**config.mk**
```make
export PLATFORM = sky130hd
export DESIGN_NAME = drac_ctrl_top
export DESIGN_NICKNAME = d
export VERILOG_FILES = /design/src/logic/drac_ctrl_pkg.sv /design/src/logic/control_unit.sv /design/src/logic/pc_gen.sv /design/src/logic/pipe_stage.sv /design/src/logic/jal_decoder.sv /design/src/logic/drac_ctrl_top.sv
export VERILOG_INCLUDE_DIRS = /design/src /design/src/logic
export SDC_FILE = /design/constraint.sdc
export NUM_CORES = 1
export LEC_CHECK = 0
export BUFFER_PORTS_ARGS = -buffer_cell sky130_fd_sc_hd__buf_2
export CELL_PAD_IN_SITES_DETAIL_PLACEMENT = 1
export CELL_PAD_IN_SITES_GLOBAL_PLACEMENT = 2
export CORE_ASPECT_RATIO = 0.75
export CORE_MARGIN = 3
export CORE_UTILIZATION = 33
export CTS_BUF_LIST = sky130_fd_sc_hd__clkbuf_8
export DETAILED_ROUTE_END_ITERATION = 8
export PLACE_DENSITY_LB_ADDON = 0.1
export SETUP_SLACK_MARGIN = 0.02
export SLEW_MARGIN = 20
export SYNTH_ARGS = -nofsm -noshare
export SYNTH_HDL_FRONTEND = slang
export SYNTH_SLANG_ARGS = --single-unit
```
**constraint.sdc**
```tcl
create_clock -name clk_i -period 3.7 [get_ports clk_i]
set_input_delay 0.555 -clock clk_i [delete_from_list [all_inputs] [get_ports clk_i]]
set_output_delay 0.555 -clock clk_i [all_outputs]
set_load 0.02 [all_outputs]
```
**src/logic/drac_ctrl_cfg.svh**
```systemverilog
/*
 * configuration macros for the pipeline control subsystem
 *   address and instruction widths
 *   program counter value after reset
 *   JAL major opcode
 */

`ifndef DRAC_CTRL_CFG_SVH
`define DRAC_CTRL_CFG_SVH

// datapath widths
`define DRAC_ADDR_W 32
`define DRAC_INST_W 32

// boot address
`define DRAC_RESET_PC 32'h0000_1000

// RV32I jal major opcode
`define DRAC_OPCODE_JAL 7'b1101111

`endif

```
**src/logic/drac_ctrl_pkg.sv**
```systemverilog
/*
 * shared types of the pipeline control subsystem
 *   address and instruction vectors
 *   next-pc and fetch address select encodings
 *   stage payload structs and unit summary structs
 *   flush and stall bundle for every stage
 */

`include "drac_ctrl_cfg.svh"

package drac_ctrl_pkg;

    typedef logic [`DRAC_ADDR_W-1:0] addr_t;
    typedef logic [`DRAC_INST_W-1:0] inst_t;

    // how fetch builds the next pc
    typedef enum logic [1:0] {
        NEXT_PC_SEL_PC   = 2'b00,
        NEXT_PC_SEL_PC_4 = 2'b01,
        NEXT_PC_SEL_JUMP = 2'b10
    } next_pc_sel_t;

    // which jump target feeds fetch
    typedef enum logic {
        SEL_JUMP_DECODE = 1'b0,
        SEL_JUMP_COMMIT = 1'b1
    } sel_addr_t;

    // IF/ID payload
    typedef struct packed {
        addr_t pc;
        inst_t inst;
    } if_id_t;

    // ID/RR payload, jal marks a decoded jump
    typedef struct packed {
        addr_t pc;
        inst_t inst;
        logic  jal;
    } id_rr_t;

    // decode summary toward control
    typedef struct packed {
        logic  valid_jal;
        addr_t jal_target;
    } id_cu_t;

    // execute summary
    typedef struct packed {
        logic stall;
    } exe_cu_t;

    // write-back summary, branch already resolved
    typedef struct packed {
        logic  valid;
        logic  change_pc_ena;
        logic  branch_taken;
        addr_t branch_target;
    } wb_cu_t;

    // control toward fetch
    typedef struct packed {
        next_pc_sel_t next_pc;
    } cu_if_t;

    // per-stage flush and stall plus fetch address source
    typedef struct packed {
        sel_addr_t sel_addr_if;
        logic      flush_if;
        logic      flush_id;
        logic      flush_rr;
        logic      flush_exe;
        logic      flush_wb;
        logic      stall_if;
        logic      stall_id;
        logic      stall_rr;
        logic      stall_exe;
        logic      stall_wb;
    } pipeline_ctrl_t;

endpackage

```
**src/logic/control_unit.sv**
```systemverilog
/*
 * pipeline control unit
 *   jump enable from write-back and decode
 *   next-pc choice and fetch address source
 *   per-stage flush and stall generation
 */

`timescale 1ns/1ps

module control_unit (
    // clock and reset only sampled by bound checks
    input  logic                          clk_i,
    input  logic                          reset_i,

    input  logic                          valid_fetch_i,
    input  drac_ctrl_pkg::id_cu_t         id_cu_i,
    input  drac_ctrl_pkg::exe_cu_t        exe_cu_i,
    input  drac_ctrl_pkg::wb_cu_t         wb_cu_i,

    output drac_ctrl_pkg::pipeline_ctrl_t pipeline_ctrl_o,
    output drac_ctrl_pkg::cu_if_t         cu_if_o
);

    // taken branch resolved at write-back
    logic commit_taken;
    // taken branch that is allowed to move the pc
    logic commit_jump;
    // any source redirects fetch
    logic jump_ena;
    // execute back-pressure
    logic stall_all;

    assign commit_taken = wb_cu_i.valid & wb_cu_i.branch_taken;
    assign commit_jump  = commit_taken & wb_cu_i.change_pc_ena;
    assign jump_ena     = commit_jump | id_cu_i.valid_jal;
    assign stall_all    = exe_cu_i.stall;

    // next pc, a jump overrides stall and idle fetch
    always_comb begin
        if (jump_ena) begin
            cu_if_o.next_pc = drac_ctrl_pkg::NEXT_PC_SEL_JUMP;
        end else if (!valid_fetch_i || stall_all) begin
            // memory keeps seeing the same pc
            cu_if_o.next_pc = drac_ctrl_pkg::NEXT_PC_SEL_PC;
        end else begin
            cu_if_o.next_pc = drac_ctrl_pkg::NEXT_PC_SEL_PC_4;
        end
    end

    // commit target wins over the decode target
    always_comb begin
        if (commit_taken) begin
            pipeline_ctrl_o.sel_addr_if = drac_ctrl_pkg::SEL_JUMP_COMMIT;
        end else begin
            pipeline_ctrl_o.sel_addr_if = drac_ctrl_pkg::SEL_JUMP_DECODE;
        end
    end

    // flushes
    always_comb begin
        // jal only kills the instruction fetched in its shadow
        pipeline_ctrl_o.flush_if  = commit_taken | id_cu_i.valid_jal;
        // write-back redirect drains everything younger
        pipeline_ctrl_o.flush_id  = commit_taken;
        pipeline_ctrl_o.flush_rr  = commit_taken;
        pipeline_ctrl_o.flush_exe = commit_taken;
        // retiring instruction always completes
        pipeline_ctrl_o.flush_wb  = 1'b0;
    end

    // stalls, execute holds every older-facing stage
    always_comb begin
        pipeline_ctrl_o.stall_if  = stall_all;
        pipeline_ctrl_o.stall_id  = stall_all;
        pipeline_ctrl_o.stall_rr  = stall_all;
        pipeline_ctrl_o.stall_exe = stall_all;
        pipeline_ctrl_o.stall_wb  = 1'b0;
    end

endmodule

```
**src/logic/pc_gen.sv**
```systemverilog
/*
 * program counter generator
 *   pc register loaded with the boot address on reset
 *   next-pc mux for hold, sequential step and jump
 *   jump target select between decode and commit
 */

`timescale 1ns/1ps

`include "drac_ctrl_cfg.svh"

module pc_gen (
    input  logic                      clk_i,
    input  logic                      reset_i,

    input  drac_ctrl_pkg::cu_if_t     cu_if_i,
    input  drac_ctrl_pkg::sel_addr_t  sel_addr_i,
    input  drac_ctrl_pkg::addr_t      jump_decode_i,
    input  drac_ctrl_pkg::addr_t      jump_commit_i,

    output drac_ctrl_pkg::addr_t      pc_o
);

    drac_ctrl_pkg::addr_t pc_q;
    drac_ctrl_pkg::addr_t pc_d;
    drac_ctrl_pkg::addr_t jump_addr;

    // target of a taken redirect
    assign jump_addr = (sel_addr_i == drac_ctrl_pkg::SEL_JUMP_COMMIT) ?
                       jump_commit_i : jump_decode_i;

    // stall is already folded into next_pc by control
    always_comb begin
        case (cu_if_i.next_pc)
            drac_ctrl_pkg::NEXT_PC_SEL_PC_4: pc_d = pc_q + 'd4;
            drac_ctrl_pkg::NEXT_PC_SEL_JUMP: pc_d = jump_addr;
            default:                         pc_d = pc_q;
        endcase
    end

    always_ff @(posedge clk_i) begin
        if (reset_i) begin
            pc_q <= `DRAC_RESET_PC;
        end else begin
            pc_q <= pc_d;
        end
    end

    // registered pc goes straight to memory
    assign pc_o = pc_q;

endmodule

```
**src/logic/pipe_stage.sv**
```systemverilog
/*
 * generic pipeline register
 *   valid bit cleared by reset and flush
 *   valid and payload held while stalled
 *   payload type given as a type parameter
 */

`timescale 1ns/1ps

module pipe_stage #(
    parameter type payload_t = logic
) (
    input  logic     clk_i,
    input  logic     reset_i,

    input  logic     valid_i,
    input  payload_t data_i,
    input  logic     flush_i,
    input  logic     stall_i,

    output logic     valid_o,
    output payload_t data_o
);

    logic     valid_q;
    payload_t data_q;

    // flush checked first, it beats stall
    always_ff @(posedge clk_i) begin
        if (reset_i) begin
            valid_q <= 1'b0;
        end else if (flush_i) begin
            valid_q <= 1'b0;
        end else if (!stall_i) begin
            valid_q <= valid_i;
        end
    end

    // payload only meaningful with valid set
    always_ff @(posedge clk_i) begin
        if (!stall_i) begin
            data_q <= data_i;
        end
    end

    assign valid_o = valid_q;
    assign data_o  = data_q;

endmodule

```
**src/logic/jal_decoder.sv**
```systemverilog
/*
 * JAL decoder for the decode stage
 *   opcode match against the JAL opcode
 *   J-type immediate and jump target
 *   payload forward with jal flag
 */

`timescale 1ns/1ps

`include "drac_ctrl_cfg.svh"

module jal_decoder (
    input  logic                   if_id_valid_i,
    input  drac_ctrl_pkg::if_id_t  if_id_i,

    output drac_ctrl_pkg::id_cu_t  id_cu_o,
    output drac_ctrl_pkg::id_rr_t  id_rr_o
);

    logic                 is_jal;
    drac_ctrl_pkg::addr_t imm_j;

    // major opcode in the low 7 bits
    assign is_jal = (if_id_i.inst[6:0] == `DRAC_OPCODE_JAL);

    // J-type: imm[20|10:1|11|19:12], bit 0 always zero
    assign imm_j = {{(`DRAC_ADDR_W-20){if_id_i.inst[31]}},
                    if_id_i.inst[19:12],
                    if_id_i.inst[20],
                    if_id_i.inst[30:21],
                    1'b0};

    // summary toward control, only for a live entry
    assign id_cu_o.valid_jal  = if_id_valid_i & is_jal;
    assign id_cu_o.jal_target = if_id_i.pc + imm_j;

    // payload for register read
    assign id_rr_o.pc   = if_id_i.pc;
    assign id_rr_o.inst = if_id_i.inst;
    assign id_rr_o.jal  = is_jal;

endmodule

```
**src/logic/drac_ctrl_top.sv**
```systemverilog
/*
 * front end and pipeline control top level
 *   control unit and pc generator
 *   IF/ID and ID/RR pipeline registers
 *   JAL decoder between the two registers
 */

`timescale 1ns/1ps

module drac_ctrl_top (
    input  logic                          clk_i,
    input  logic                          reset_i,

    // instruction memory response
    input  logic                          valid_fetch_i,
    input  drac_ctrl_pkg::inst_t          fetch_inst_i,

    // outside execute and write-back
    input  drac_ctrl_pkg::exe_cu_t        exe_cu_i,
    input  drac_ctrl_pkg::wb_cu_t         wb_cu_i,

    output drac_ctrl_pkg::addr_t          fetch_pc_o,
    output logic                          id_rr_valid_o,
    output drac_ctrl_pkg::id_rr_t         id_rr_o,
    output drac_ctrl_pkg::pipeline_ctrl_t pipeline_ctrl_o
);

    drac_ctrl_pkg::cu_if_t         cu_if;
    drac_ctrl_pkg::pipeline_ctrl_t pipeline_ctrl;
    drac_ctrl_pkg::id_cu_t         id_cu;
    drac_ctrl_pkg::addr_t          fetch_pc;
    drac_ctrl_pkg::if_id_t         if_id_d;
    drac_ctrl_pkg::if_id_t         if_id_q;
    logic                          if_id_valid;
    drac_ctrl_pkg::id_rr_t         id_rr_d;

    control_unit i_control_unit (
        .clk_i           (clk_i),
        .reset_i         (reset_i),
        .valid_fetch_i   (valid_fetch_i),
        .id_cu_i         (id_cu),
        .exe_cu_i        (exe_cu_i),
        .wb_cu_i         (wb_cu_i),
        .pipeline_ctrl_o (pipeline_ctrl),
        .cu_if_o         (cu_if)
    );

    pc_gen i_pc_gen (
        .clk_i         (clk_i),
        .reset_i       (reset_i),
        .cu_if_i       (cu_if),
        .sel_addr_i    (pipeline_ctrl.sel_addr_if),
        .jump_decode_i (id_cu.jal_target),
        .jump_commit_i (wb_cu_i.branch_target),
        .pc_o          (fetch_pc)
    );

    // pc paired with the word memory returned for it
    assign if_id_d.pc   = fetch_pc;
    assign if_id_d.inst = fetch_inst_i;

    pipe_stage #(.payload_t(drac_ctrl_pkg::if_id_t)) i_if_id_stage (
        .clk_i   (clk_i),
        .reset_i (reset_i),
        .valid_i (valid_fetch_i),
        .data_i  (if_id_d),
        .flush_i (pipeline_ctrl.flush_if),
        .stall_i (pipeline_ctrl.stall_id),
        .valid_o (if_id_valid),
        .data_o  (if_id_q)
    );

    jal_decoder i_jal_decoder (
        .if_id_valid_i (if_id_valid),
        .if_id_i       (if_id_q),
        .id_cu_o       (id_cu),
        .id_rr_o       (id_rr_d)
    );

    pipe_stage #(.payload_t(drac_ctrl_pkg::id_rr_t)) i_id_rr_stage (
        .clk_i   (clk_i),
        .reset_i (reset_i),
        .valid_i (if_id_valid),
        .data_i  (id_rr_d),
        .flush_i (pipeline_ctrl.flush_id),
        .stall_i (pipeline_ctrl.stall_rr),
        .valid_o (id_rr_valid_o),
        .data_o  (id_rr_o)
    );

    assign fetch_pc_o      = fetch_pc;
    assign pipeline_ctrl_o = pipeline_ctrl;

endmodule

```
==> impl_metrics.csv <==
group,metric,value,unit
timing,hold-worst-slack,247,ps
clock_network,clock_tree_root,"sky130_fd_sc_hd__clkbuf_8",
timing,worst_slew_margin_rel,0.310,
timing,final_setup_slack_of_the_worst_path,571,ps
worst_setup_path,required,4070,ps
detailed_routing,drt-wirelength-per-cell,20.7,µm
yosys,netlist.area_leader.share,0.498,
yosys,synthesis_stage_register_bit_count,163,
run,max-cap-violations,0,
yosys,yosys-top-cells-area,"sky130_fd_sc_hd__edfxtp_1 50%, sky130_fd_sc_hd__dfxtp_1 8.8%, sky130_fd_sc_hd__ha_1 5.0%, sky130_fd_sc_hd__xnor2_1 3.5%, sky130_fd_sc_hd__nand2_1 2.7%",
layout,layout-drive-gt1-share,0.291,
power,ir_worst_vdd,0.000191,V
global_route,first_global_vias,6225,
detailed_routing,routed.top_layer,"met4",
clock_network,cts_hold_buffers,0,
yosys,yosys_most_used_dff,"sky130_fd_sc_hd__edfxtp_1",
timing,setup_viol,0,
clock_network,ctsLongestPathBuffers,2,
place,placedInstanceArea,8940,µm²
layout,fin_util,0.411,
yosys,synth_area,7780,µm²
clock_network,tritoncts_buffers,17,
floorplanning,die_height,139,µm
global_route,grt_antenna_before_repair,1,
global_route,wire_length_of_the_first_global_routing_pass,36400,µm
timing,max_clock_freq,320,MHz
place,sum_of_net_half_perimeters_after_detailed_placement,17100,µm
detailed_routing,met2_length,10700,µm
worst_setup_path,timing.critical_path.fanout_max,3,
detailed_routing,detailroute.via_count,5884,
yosys,post-synth-top-area-cell,"sky130_fd_sc_hd__edfxtp_1",
power,leakage_power_of_the_design,3.67,nW
global_route,globalRouteTotalUtil,0.185,
status,outcome,"completed",
yosys,synth_cells,646,
worst_setup_path,setup.worst_path.end_class,"register",
hold_path,worst_hold_path_type,"in -> reg",
timing,grt_setup_unrepaired,"false",
global_route,grt_start_max_net_pins,59,
clock_network,cts.repair.resized,0,
layout,antenna_cells,0,
power,finalPower,4.13,mW
timing,timing.final.hold_violations,0,
place,placedCellCount,1091,
clock_network,clkTransAtPathRegs,100,ps
detailed_routing,drt_wl_total,23200,µm
worst_setup_path,worstSetupPathType,"reg -> reg",
detailed_routing,dr.pass1.iters,4,
place,buffer_ports.inserted,177,
clock_network,tritoncts,"done",
yosys,synth_commonest_cells,"129 x sky130_fd_sc_hd__edfxtp_1, 56 x sky130_fd_sc_hd__nand2_1, 53 x sky130_fd_sc_hd__nor2_1, 34 x sky130_fd_sc_hd__dfxtp_1, 33 x sky130_fd_sc_hd__a21oi_1",
place,placement.setup.worst_slack,570,ps
yosys,avgSynthCellArea,12.0,µm²
timing,maxSlewViolCount,0,
place,final_weighted_congestion_in_routability_driven_placement,0.812,
yosys,post-synth-top-count-cell,"sky130_fd_sc_hd__edfxtp_1",
layout,fin_area,9290,µm²
timing,setup_total_negative_slack,0,ps
yosys,synth-seq-area-share,0.585,
yosys,yosysWarningCount,0,
floorplanning,initial_core_util,0.344,
detailed_routing,drt_iter0_drc,261,
layout,layoutNonFillerInstCount,1123,
layout,layout.filler_cells,2470,
floorplanning,core_box_area,22600,µm²
yosys,yosysUniqueCellTypes,69,
layout,layout.nets,919,
timing,post_route_clock_period_utilization,0.846,
clock_network,clock_sink_count,163,
detailed_routing,via_per_inst,5.24,
worst_setup_path,critical_path.startpoint_type,"register",
layout,syn_to_final_growth,19.4,%
detailed_routing,antenna_left,0,
floorplanning,boundaryPins,180,
clock_network,postCtsSetupBuffers,0,
detailed_routing,drcViolationCount,0,
clock_network,clock_insertion_delay_worst_skew,470,ps
detailed_routing,met1Wirelength,11100,µm
yosys,synth_edf_count,129,
global_route,grt.overflow.total,0,
timing,clock_skew,14.1,ps
detailed_routing,dr_wl_met3,1100,µm
floorplanning,floorplan.rows,47,
worst_setup_path,arrival,3500,ps
timing,layout_min_cycle_time,3130,ps
timing,max_slew.worst_pin.slew,1030,ps
yosys,async_s_r_ff_share_synth,0,
floorplanning,die_area,25500,µm²
power,power.density_cell_area,445,nW/µm²
clock_network,ctsHtreeMaxLevel,4,
floorplanning,floorplan_die_width,183,µm
## final cells by class
class / instances / area (µm²) / area share
flip-flops and latches: 163 / 4550 / 0.490
multi-input cells: 437 / 2990 / 0.322
repair buffers: 189 / 988 / 0.106
well taps: 294 / 368 / 0.0396
clock buffers: 17 / 234 / 0.0252
clock inverters: 15 / 119 / 0.0128
inverters: 8 / 35.0 / 0.00377
## registers in the layout (all words and copies together) (netlist names)
name,count
i_pc_gen.pc_o,32
i_if_id_stage.valid_o,1
i_if_id_stage.data_o,64
i_id_rr_stage.data_o,65
i_id_rr_stage.valid_o,1
## final timing paths
kind                                                    startpoint                                 end  slack (ps)  depth (start not counted)
worst min-delay path                              fetch_inst_i[19]  i_if_id_stage.data_o[19]$_DFFE_PN_         250                          1
worst max register to register  i_if_id_stage.data_o[21]$_DFFE_PN_      i_pc_gen.pc_o[29]$_SDFFE_PP0P_         570                         11
worst max-delay path            i_if_id_stage.data_o[21]$_DFFE_PN_      i_pc_gen.pc_o[29]$_SDFFE_PP0P_         570                         11
worst min register to register   i_if_id_stage.data_o[8]$_DFFE_PN_   i_id_rr_stage.data_o[9]$_DFFE_PN_         430                          0
## cell usage in the layout, fill, tap and decap left out, types with 4 or more instances in the layout
cell type / count
sky130_fd_sc_hd__o21ai_0: 20
sky130_fd_sc_hd__a31oi_1: 6
sky130_fd_sc_hd__nor2b_1: 4
sky130_fd_sc_hd__clkinv_4: 4
sky130_fd_sc_hd__buf_4: 11
sky130_fd_sc_hd__xnor2_1: 31
sky130_fd_sc_hd__a21oi_1: 32
sky130_fd_sc_hd__a211oi_1: 27
sky130_fd_sc_hd__nor2_1: 53
sky130_fd_sc_hd__a311oi_1: 9
sky130_fd_sc_hd__ha_1: 31
sky130_fd_sc_hd__buf_2: 177
sky130_fd_sc_hd__o21bai_1: 5
sky130_fd_sc_hd__o21ai_1: 4
sky130_fd_sc_hd__clkbuf_8: 17
sky130_fd_sc_hd__nor3_1: 20
sky130_fd_sc_hd__nand4_1: 10
sky130_fd_sc_hd__edfxtp_1: 129
sky130_fd_sc_hd__dfxtp_1: 34
sky130_fd_sc_hd__mux2i_1: 6
sky130_fd_sc_hd__nand3_1: 17
sky130_fd_sc_hd__and4_1: 6
sky130_fd_sc_hd__a21o_1: 10
sky130_fd_sc_hd__nand2_1: 56
sky130_fd_sc_hd__inv_1: 8
sky130_fd_sc_hd__o21a_1: 4
sky130_fd_sc_hd__and3_1: 6
sky130_fd_sc_hd__a221oi_1: 5
sky130_fd_sc_hd__xor2_1: 10
## power breakdown
group          switching, mW  internal (mW)
Sequential            0.0772           2.11
Combinational          0.460          0.273
Clock                  0.693          0.523
Total                   1.23           2.90
## critical path, stage by stage (launching register included)
cell and delay (ps):
sky130_fd_sc_hd__edfxtp_1 360, sky130_fd_sc_hd__ha_1 230, sky130_fd_sc_hd__inv_1 80, sky130_fd_sc_hd__fa_1 430
sky130_fd_sc_hd__nor2b_4 160, sky130_fd_sc_hd__o31a_1 200, sky130_fd_sc_hd__o21ai_1 130, sky130_fd_sc_hd__a211oi_1 390
sky130_fd_sc_hd__nor2_1 120, sky130_fd_sc_hd__a21oi_1 310, sky130_fd_sc_hd__mux2_2 380, sky130_fd_sc_hd__a211oi_1 250
## kinds of logic after synthesis
group                    Yosys count  synth area share
AND/OR/NAND/NOR                  197             0.126
AO/OA/AOI/OAI                    154             0.142
XOR/XNOR                          41            0.0462
buffers and inverters             47            0.0320
multiplexers                      11            0.0154
flip-flops                       163             0.585
adder cells (fa/ha/maj)           32            0.0524
other                              1          0.000482
## layer usage
layer	GRT usage	up-vias
met5	0	-
met4	0.0497	0
met3	0.0430	22
met2	0.291	134
met1	0.257	2936
li1	-	2792
(Power assumes the default switching activity.)
